## config.mk

```make
export PLATFORM = sky130hd
export DESIGN_NAME = rv32i_frontend
export DESIGN_NICKNAME = d
export VERILOG_FILES = /design/src/rtl/tomasulo_pkg.sv /design/src/rtl/fetch_unit.sv /design/src/rtl/instr_decoder.sv /design/src/rtl/instr_queue.sv /design/src/rtl/rv32i_frontend.sv
export SDC_FILE = /design/constraint.sdc
export NUM_CORES = 1
export LEC_CHECK = 0
export ABC_AREA = 1
export BUFFER_PORTS_ARGS = -buffer_cell sky130_fd_sc_hd__buf_2
export CORE_MARGIN = 10
export CORE_UTILIZATION = 59
export DETAILED_ROUTE_END_ITERATION = 12
export HOLD_SLACK_MARGIN = 0.03
export PLACE_DENSITY = 0.79
export SYNTH_ARGS = -nofsm -noshare
export SYNTH_HDL_FRONTEND = slang
export SYNTH_SLANG_ARGS = --single-unit
```

## constraint.sdc

```tcl
create_clock -name clk -period 6.14 [get_ports clk]
set_input_delay 1.842 -clock clk [delete_from_list [all_inputs] [get_ports clk]]
set_output_delay 1.842 -clock clk [all_outputs]
set_load 0.02 [all_outputs]
```

## src/rtl/tomasulo_pkg.sv

```systemverilog
package tomasulo_pkg;

    // instructions, addresses and data all share one width
    typedef logic [31:0] rv32i_word;

    localparam rv32i_word reset_pc_default = 32'h0000_0000; // first fetch address

    // major opcodes, instr[6:0]
    typedef enum logic [6:0] {
        op_lui   = 7'b0110111, // load upper immediate
        op_auipc = 7'b0010111, // add upper immediate to pc
        op_jal   = 7'b1101111,
        op_jalr  = 7'b1100111,
        op_br    = 7'b1100011, // conditional branches
        op_load  = 7'b0000011,
        op_store = 7'b0100011,
        op_imm   = 7'b0010011, // reg-imm alu ops
        op_reg   = 7'b0110011, // reg-reg alu ops
        op_csr   = 7'b1110011  // system and csr
    } rv32i_opcode;

    // which reservation station the word is headed for
    typedef enum logic [2:0] {
        ARITH,
        LUI,
        AUIPC,
        JAL,
        JALR,
        BRANCH,
        LD,
        ST
    } op_class_t;

    // decoded instruction as it sits in the instruction queue
    typedef struct packed {
        op_class_t op;
        logic [4:0] src1_reg;
        logic [4:0] src2_reg;
        logic [4:0] rd;
        logic [2:0] funct3;
        logic       funct7;     // only instr[30] matters for rv32i
        rv32i_word  src2_data;  // immediate operand when src2_valid
        logic       src2_valid;
        rv32i_word  pc;         // pc of this instruction
    } ctl_word_t;

endpackage

```

## src/rtl/fetch_unit.sv

```systemverilog
module fetch_unit
    import tomasulo_pkg::*;
#(
    parameter rv32i_word reset_pc = reset_pc_default
) (
    input  logic      clk,
    input  logic      rst,
    input  logic      instr_mem_resp,
    input  rv32i_word instr_rdata,
    input  logic      iq_resp,
    output logic      instr_read,
    output rv32i_word instr_mem_address,
    output logic      ld_iq,
    output ctl_word_t iq_word
);

    typedef enum logic [1:0] {
        RESET,
        FETCH,
        CREATE,
        STALL
    } fetch_state_t;

    fetch_state_t state;
    fetch_state_t next_state;

    rv32i_word pc;          // address of the next fetch
    rv32i_word instr_q;     // fetched word waiting for the queue
    rv32i_word instr_pc_q;  // pc that word was fetched from
    logic      latch_instr;
    logic      ld_pc;

    assign instr_mem_address = pc;

    assign latch_instr = (state == FETCH) && instr_mem_resp;
    assign ld_pc       = (state == CREATE);

    always_ff @(posedge clk) begin
        if (rst) begin
            state <= RESET;
        end else begin
            state <= next_state;
        end
    end

    // pc moves on once the word has been captured
    always_ff @(posedge clk) begin
        if (rst) begin
            pc <= reset_pc;
        end else if (ld_pc) begin
            pc <= pc + 32'd4;
        end
    end

    // word and its own pc, held steady through a stall
    always_ff @(posedge clk) begin
        if (latch_instr) begin
            instr_q    <= instr_rdata;
            instr_pc_q <= pc;
        end
    end

    always_comb begin
        next_state = state;
        case (state)
            RESET:  next_state = FETCH;
            FETCH: begin
                if (instr_mem_resp) begin
                    next_state = CREATE;
                end
            end
            CREATE: next_state = iq_resp ? FETCH : STALL;
            STALL: begin
                if (iq_resp) begin
                    next_state = FETCH; // queue took the word
                end
            end
            default: next_state = RESET;
        endcase
    end

    // outputs are pure functions of state
    always_comb begin
        instr_read = 1'b0;
        ld_iq      = 1'b0;
        case (state)
            FETCH:  instr_read = 1'b1;
            CREATE: ld_iq      = 1'b1;
            STALL:  ld_iq      = 1'b1; // keep offering until accepted
            default: begin
                instr_read = 1'b0;
                ld_iq      = 1'b0;
            end
        endcase
    end

    instr_decoder i_instr_decoder (
        .instr    (instr_q),
        .pc       (instr_pc_q),
        .ctl_word (iq_word)
    );

endmodule

```

## src/rtl/instr_decoder.sv

```systemverilog
module instr_decoder
    import tomasulo_pkg::*;
(
    input  rv32i_word instr,
    input  rv32i_word pc,
    output ctl_word_t ctl_word
);

    rv32i_opcode opcode;
    rv32i_word   i_imm;
    rv32i_word   s_imm;
    rv32i_word   b_imm;
    rv32i_word   u_imm;
    rv32i_word   j_imm;

    op_class_t   op_class;
    rv32i_word   imm;
    logic        imm_valid;

    assign opcode = rv32i_opcode'(instr[6:0]);

    // immediate formats, all sign extended from instr[31]
    assign i_imm = {{21{instr[31]}}, instr[30:20]};
    assign s_imm = {{21{instr[31]}}, instr[30:25], instr[11:7]};
    assign b_imm = {{20{instr[31]}}, instr[7], instr[30:25], instr[11:8], 1'b0};
    assign u_imm = {instr[31:12], 12'h000};
    assign j_imm = {{12{instr[31]}}, instr[19:12], instr[20], instr[30:21], 1'b0};

    // op class and immediate selection
    always_comb begin
        op_class  = ARITH;
        imm       = '0;
        imm_valid = 1'b0;
        case (opcode)
            op_lui: begin
                op_class  = LUI;
                imm       = u_imm;
                imm_valid = 1'b1;
            end
            op_auipc: begin
                op_class  = AUIPC;
                imm       = u_imm;
                imm_valid = 1'b1;
            end
            op_jal: begin
                op_class  = JAL;
                imm       = j_imm;
                imm_valid = 1'b1;
            end
            op_jalr: begin
                op_class  = JALR;
                imm       = i_imm;
                imm_valid = 1'b1;
            end
            op_br: begin
                op_class  = BRANCH;
                imm       = b_imm;
                imm_valid = 1'b1;
            end
            op_load: begin
                op_class  = LD;
                imm       = i_imm;
                imm_valid = 1'b1;
            end
            op_store: begin
                op_class  = ST;
                imm       = s_imm;
                imm_valid = 1'b1;
            end
            op_imm, op_csr: begin
                // csr ops go down the alu path with the i-immediate
                imm       = i_imm; // class stays ARITH
                imm_valid = 1'b1;
            end
            default: begin
                // reg-reg and unknown opcodes, rename supplies the second operand
                imm       = '0;
                imm_valid = 1'b0;
            end
        endcase
    end

    // assemble the control word
    always_comb begin
        ctl_word.op         = op_class;
        ctl_word.src1_reg   = instr[19:15];
        ctl_word.src2_reg   = instr[24:20];
        ctl_word.rd         = instr[11:7];
        ctl_word.funct3     = instr[14:12];
        ctl_word.funct7     = instr[30]; // add/sub, srl/sra select
        ctl_word.src2_data  = imm;
        ctl_word.src2_valid = imm_valid;
        ctl_word.pc         = pc;
    end

endmodule

```

## src/rtl/instr_queue.sv

```systemverilog
module instr_queue #(
    parameter type payload_t = logic [31:0],
    parameter int  iq_depth  = 4
) (
    input  logic     clk,
    input  logic     rst,
    input  logic     ld_iq,
    input  payload_t iq_word,
    input  logic     iq_pop,
    output logic     iq_resp,
    output logic     iq_valid,
    output payload_t iq_head
);

    localparam int ptr_w = (iq_depth > 1) ? $clog2(iq_depth) : 1;
    localparam int cnt_w = $clog2(iq_depth + 1);

    localparam logic [ptr_w-1:0] last_idx   = ptr_w'(iq_depth - 1);
    localparam logic [cnt_w-1:0] full_count = cnt_w'(iq_depth);

    payload_t entries [iq_depth];

    logic [ptr_w-1:0] wr_ptr;
    logic [ptr_w-1:0] rd_ptr;
    logic [cnt_w-1:0] count;  // occupancy
    logic             full;
    logic             empty;
    logic             push;
    logic             pop;

    assign full  = (count == full_count);
    assign empty = (count == '0);

    // full is judged before any pop of the same cycle
    assign push = ld_iq && !full;
    assign pop  = iq_pop && !empty; // pop on empty is dropped

    assign iq_resp  = push;
    assign iq_valid = !empty;
    assign iq_head  = entries[rd_ptr];

    always_ff @(posedge clk) begin
        if (push) begin
            entries[wr_ptr] <= iq_word;
        end
    end

    always_ff @(posedge clk) begin
        if (rst) begin
            wr_ptr <= '0;
            rd_ptr <= '0;
        end else begin
            if (push) begin
                wr_ptr <= (wr_ptr == last_idx) ? '0 : wr_ptr + 1'b1;
            end
            if (pop) begin
                rd_ptr <= (rd_ptr == last_idx) ? '0 : rd_ptr + 1'b1;
            end
        end
    end

    always_ff @(posedge clk) begin
        if (rst) begin
            count <= '0;
        end else begin
            case ({push, pop})
                2'b10:   count <= count + 1'b1;
                2'b01:   count <= count - 1'b1;
                default: count <= count; // both or neither
            endcase
        end
    end

endmodule

```

## src/rtl/rv32i_frontend.sv

```systemverilog
module rv32i_frontend
    import tomasulo_pkg::*;
#(
    parameter rv32i_word reset_pc = reset_pc_default,
    parameter int        iq_depth = 4
) (
    input  logic      clk,
    input  logic      rst,
    input  logic      instr_mem_resp,
    input  rv32i_word instr_rdata,
    input  logic      iq_pop,
    output logic      instr_read,
    output rv32i_word instr_mem_address,
    output logic      iq_valid,
    output ctl_word_t iq_head
);

    // fetch to queue handshake
    logic      ld_iq;
    logic      iq_resp;
    ctl_word_t iq_word;

    fetch_unit #(
        .reset_pc (reset_pc)
    ) i_fetch_unit (
        .clk               (clk),
        .rst               (rst),
        .instr_mem_resp    (instr_mem_resp),
        .instr_rdata       (instr_rdata),
        .iq_resp           (iq_resp),
        .instr_read        (instr_read),
        .instr_mem_address (instr_mem_address),
        .ld_iq             (ld_iq),
        .iq_word           (iq_word)
    );

    instr_queue #(
        .payload_t (ctl_word_t),
        .iq_depth  (iq_depth)
    ) i_instr_queue (
        .clk      (clk),
        .rst      (rst),
        .ld_iq    (ld_iq),
        .iq_word  (iq_word),
        .iq_pop   (iq_pop),
        .iq_resp  (iq_resp),
        .iq_valid (iq_valid),
        .iq_head  (iq_head)
    );

endmodule

```

Word level (Yosys, flattened, before mapping)
Memories as Yosys holds them, arrays and structs flattened. A register that Yosys moved wholly into a read port is not among the register bits.
Index checks and enable logic that the tools add are counted.
W data, S select, Z words.

operators by class
  mux-type cells = 16
  add/subtract/negate cells = 5
  reduce and logical (&&, ||, !) cells = 13
  eq/ne operators = 19

operators with widths
  operator                 count
  $pmux W32 S5             1
  $add A32 B3 Y32 const B  1
  $eq A7 B7 Y1 const B     4
  $pmux W3 S7              1
  $eq A7 B5 Y1 const B     2
  $eq A7 B6 Y1 const B     2
  $mux W2                  7
  $eq A2 B2 Y1 const B     5
  $reduce_or A9 Y1         1
  $pmux W2 S4              1
  $eq A7 B2 Y1 const B     1
  $pmux W3 S2              1
  $mux W1                  5
  $add A2 B1 Y2 const B    2
  $eq A2 B1 Y1 const B     2
  $reduce_or A2 Y1         2
  $reduce_or A4 Y1         1
  $add A3 B1 Y3 const B    1
  $eq A3 B3 Y1 const B     1
  $logic_and A1 B1 Y1      3
  $logic_not A3 Y1         1
  $sub A3 B1 Y3 const B    1
  $logic_not A1 Y1         2
  $logic_not A2 Y1         1
  other kinds (4)          4

storage, ports and cells
  memories kept = 1
  bits in writable memories = 348
  flip-flop bits (word level) = 105
  output and inout port bits = 121
  input port bits = 36

memories
  name                   words  bits a word  read ports  clocked after memory_dff  write ports  RTL line           source
  i_instr_queue.entries  4      87           1           1                         1            instr_queue.sv:21  payload_t entries [iq_depth];

Logic depth before layout (Yosys ltp)
  depth in word-level cells = 6
  depth in mapped cells = 11

Cells and area by module
A second synthesis with hierarchy kept.

second synthesis, totals
  cell total of the unflattened synthesis = 1457
  area, all modules = 18136.1 um^2

by module, submodules not included
  module         instances  cells each  area each (um^2)
  instr_queue    1          912         13407.9
  fetch_unit     1          357         3729.8
  instr_decoder  1          188         998.5

Worst setup path before layout
No wires, ideal clock.

  path type = reg-to-reg
  start = reg i_fetch_unit.state[0]
  end = mem i_instr_queue.entries[0][10] in the netlist's numbering (enable)
  arrival = 4341 ps
  cell stages (with the launch flop) = 6
  path buffers = 1
  setup slack = 1270 ps
  cell sequence = dfxtp_1 -> inv_1 -> ha_1 -> buf_6 -> o21ai_2 -> nor2_1

on the way
  cells in the longest elaborated chain, start to end = 6
  elaborated cells between the ends (all ways) = 7

ends and longest elaborated chain
  what                                   RTL line           source
  start: declaration                     fetch_unit.sv:24   fetch_state_t state;
  start signal: assignment               fetch_unit.sv:42   state <= next_state;
  $eq A2 B2 Y1                           fetch_unit.sv:86   case (state)
  $reduce_or A2 Y1 (no source line) (*)  -
  $mux W1 (*)                            fetch_unit.sv:86
  $logic_and A1 B1 Y1 (*)                instr_queue.sv:35  assign push = ld_iq && !full;
  $mux W1 (*)                            instr_queue.sv:43  if (push) begin
  $mux W1 (implied by the code) (*)      instr_queue.sv:44  entries[wr_ptr] <= iq_word;
  end: declaration                       instr_queue.sv:21

Every way passes the cells marked *; elsewhere a longest branch is shown, timed or not.

==> reports/metrics.csv <==
metric,value,unit
met1 wire length,15.1,mm
nets,1544,
Global Route Usage Sum,0.210,
Power Density,424,nW/um2
R2R Setup Slk,3.23,ns
worst path arrival time,3.05,ns
switching power share of the total,0.319,
Synth area leaders,"edfxtp_1 70%, o21ai_0 5.5%, nor2_1 5.2%, dfxtp_1 4.8%, o22ai_1 3.1%",
Die Ht,191,um
placed inst area,18200,um2
TritonCTS clock tree,done,
Clock Skews,0.0177,ns
switching power total,2.67,mW
Via Count,10956,
cells after synthesis,1351,
CP bufs+invs,2,
post-synth top area cell,edfxtp_1,
CTS Sinks,443,
Crit path max-delay family,buffers and inverters,
Crit. End Element,primary output,
RSZ-0062 raised after global routing,false,
clock buffer depth,3,
antenna violations before repair,0,
Max transition margin,0.201,
area fraction of the dominant cell type after synthesis,0.701,
Core Area,28800,um2
largest net degree at the start of global routing,171,
total gr overflow,0,
WP data required,4.30,ns
Die W,191,um
Area Overhead vs Synth,14.4,%
CP startpoint kind,flip-flop,
clock group share of total power,0.325,
ys async rst share,0,
slowest CP cell,dfxtp_4,
mapped cell area,17200,um2
Reg-to-Reg Start,i_fetch_unit.state[0],
"commonest non-fill, non-tap cells in the layout","402 x edfxtp_1, 233 x nor2_1, 191 x o21ai_0, 152 x buf_2, 129 x nand2_1",
Synth warnings,0,
Reg power frac,0.427,
Post-synth EDFFs,402,
worst slew pin tran,1.20,ns
Rows,62,
fin. max-slew vios,0,
clock buffer count from CTS,44,
worst skew pair latency,0.52,ns
main flop type after synthesis,edfxtp_1,
DR WL met3,3.29,mm
crit-path cells,buf_4 -> o21ai_0 -> o22ai_1 -> buf_2,
setup TNS,0,ns
Starting DRT DRC Count,828,
final setup vio count,0,
Post-DP HPWL,23.3,mm
H-tree lvl count,2,
full die area,36400,um2
hold wc startpoint,i_instr_queue.count[0],
sequential area share after synthesis,0.748,
DRC viols,0,
worst hold path class,reg2reg,
aggregate routed wire length,38.6,mm
setup bufs post-CTS,0,
peak fanout along the critical path,91,
Vias/cell,5.73,
"Min Clock Period, post-route",4.89,ns
post-cts repair resize count,0,
Starting Density,0.599,
port buffer count,152,
max frequency,204,MHz
post-route cell area,19700,um2
"antenna viol nets, final",0,
Internal,5.69,mW
Leakage Power,7.06,nW
drt wl/cell,20.2,um
status,"complete, no violations",
final hold violations,0,
Met2 Routed Length,19.4,mm
drt first pass iters,4,
first-pass GRT wire length,60.4,mm
I/O Pins,157,
CP peak stage delay,0.86,ns
mean post-synth cell area,12.8,um2
number of max-cap violations,0,
register bit total from synthesis,443,
top routing layer used,met4,
combinational fraction of design power,0.248,
hold_buf cts,0,
post-synth cell types,34,
vias in the first global route,10950,
VDD IR max,265,uV
clk slew on worst S/H paths,0.06,ns
"most common cell after layout, fill and taps aside",edfxtp_1,
Tcrit/Tclk final,0.797,
GP Congestion,0.831,
worst setup path category,reg2out,
share of cells above drive strength 1,0.175,
clk root buf,clkbuf_16,
==> stage by stage <==
| step | cells | util | worst slack [ns] | hold slack, ns | total power, mW |
|---|---|---|---|---|---|
| final | 1913 | 0.685 | 1.25 | 0.464 | 8.35 |
| after floorplan | 1354 | - | 1.27 | 0.422 | 5.00 |
| after CTS | 1911 | 0.685 | 1.26 | 0.463 | 8.42 |
| after global placement | 1834 | 0.633 | 1.89 | 0.441 | 5.67 |
| after detailed placement | 1834 | 0.633 | 1.82 | 0.453 | 5.72 |
| after global routing | 1911 | 0.685 | 1.05 | 0.493 | 8.74 |
==> area by class of cell <==
type	instances	area (um2)
flip-flops and latches	443	12900
fillers	1961	9070
multi-input cells	765	3700
clock buffers	56	1200
repair buffers	164	851
well taps	384	480
inverters	78	299
clock inverters	21	279
diodes	2	5.00
==> path summary, 6_finish.rpt <==
path / cells after the start / endpoint
setup / recovery: 4 / iq_head[61]
hold / removal: 1 / i_instr_queue.count[0]
setup reg to reg: 6 / i_instr_queue.entries[1][58]
hold reg to reg: 1 / i_instr_queue.count[0]
==> worst reg2reg max path: stages, from the launching register on <==
cell     delay (ns)
dfxtp_1        0.34
inv_1          0.09
ha_1           0.42
o21ai_2        0.28
nor2_4         0.14
buf_4          0.47
buf_4          0.76
==> cell usage after synthesis, types with 2 or more instances <==
master and number:
nor2_4 5, buf_6 12, o21ai_2 2, a21oi_1 31, nand3_1 26, o21ai_0 191
ha_1 11, nor2_2 3, inv_2 3, nand2_2 16, buf_2 4, nand2_1 129
buf_4 7, nor2_1 237, nor3_1 2, clkbuf_1 44, edfxtp_1 402, inv_1 74
nand4_1 12, o22ai_1 86, dfxtp_1 41
==> registers in the layout, indices dropped and copies added (netlist names), named ones only <==
signal / count
i_fetch_unit.state: 2
i_fetch_unit.instr_mem_address: 30
i_fetch_unit.instr_q: 32
i_instr_queue.wr_ptr: 2
i_instr_queue.entries: 340
i_instr_queue.rd_ptr: 2
i_instr_queue.count: 3
i_fetch_unit.instr_pc_q: 30
==> metal layers <==
layer  global-route usage  vias to the layer above
met5                    0                        -
met4               0.0581                        0
met3               0.0521                       53
met2                0.352                      402
met1                0.266                     5362
li1                     -                     5139
==> power by group through the flow <==
stage | logic, mW | registers, mW | clock network [mW]
2_1_floorplan | 1.44 | 3.56 | 0
3_3_place_gp | 2.05 | 3.62 | 0
3_5_place_dp | 2.09 | 3.63 | 0
4_1_cts | 2.10 | 3.57 | 2.75
5_1_grt | 2.27 | 3.59 | 2.89
6_report | 2.07 | 3.57 | 2.72
==> cell families after synthesis <==
logic type      synth area share
simple gates               0.105
buf+inv                   0.0391
compound gates            0.0985
other cells             0.000218
fa+ha+maj                0.00915
flops                      0.748
Power figures use the tool's default switching activity.
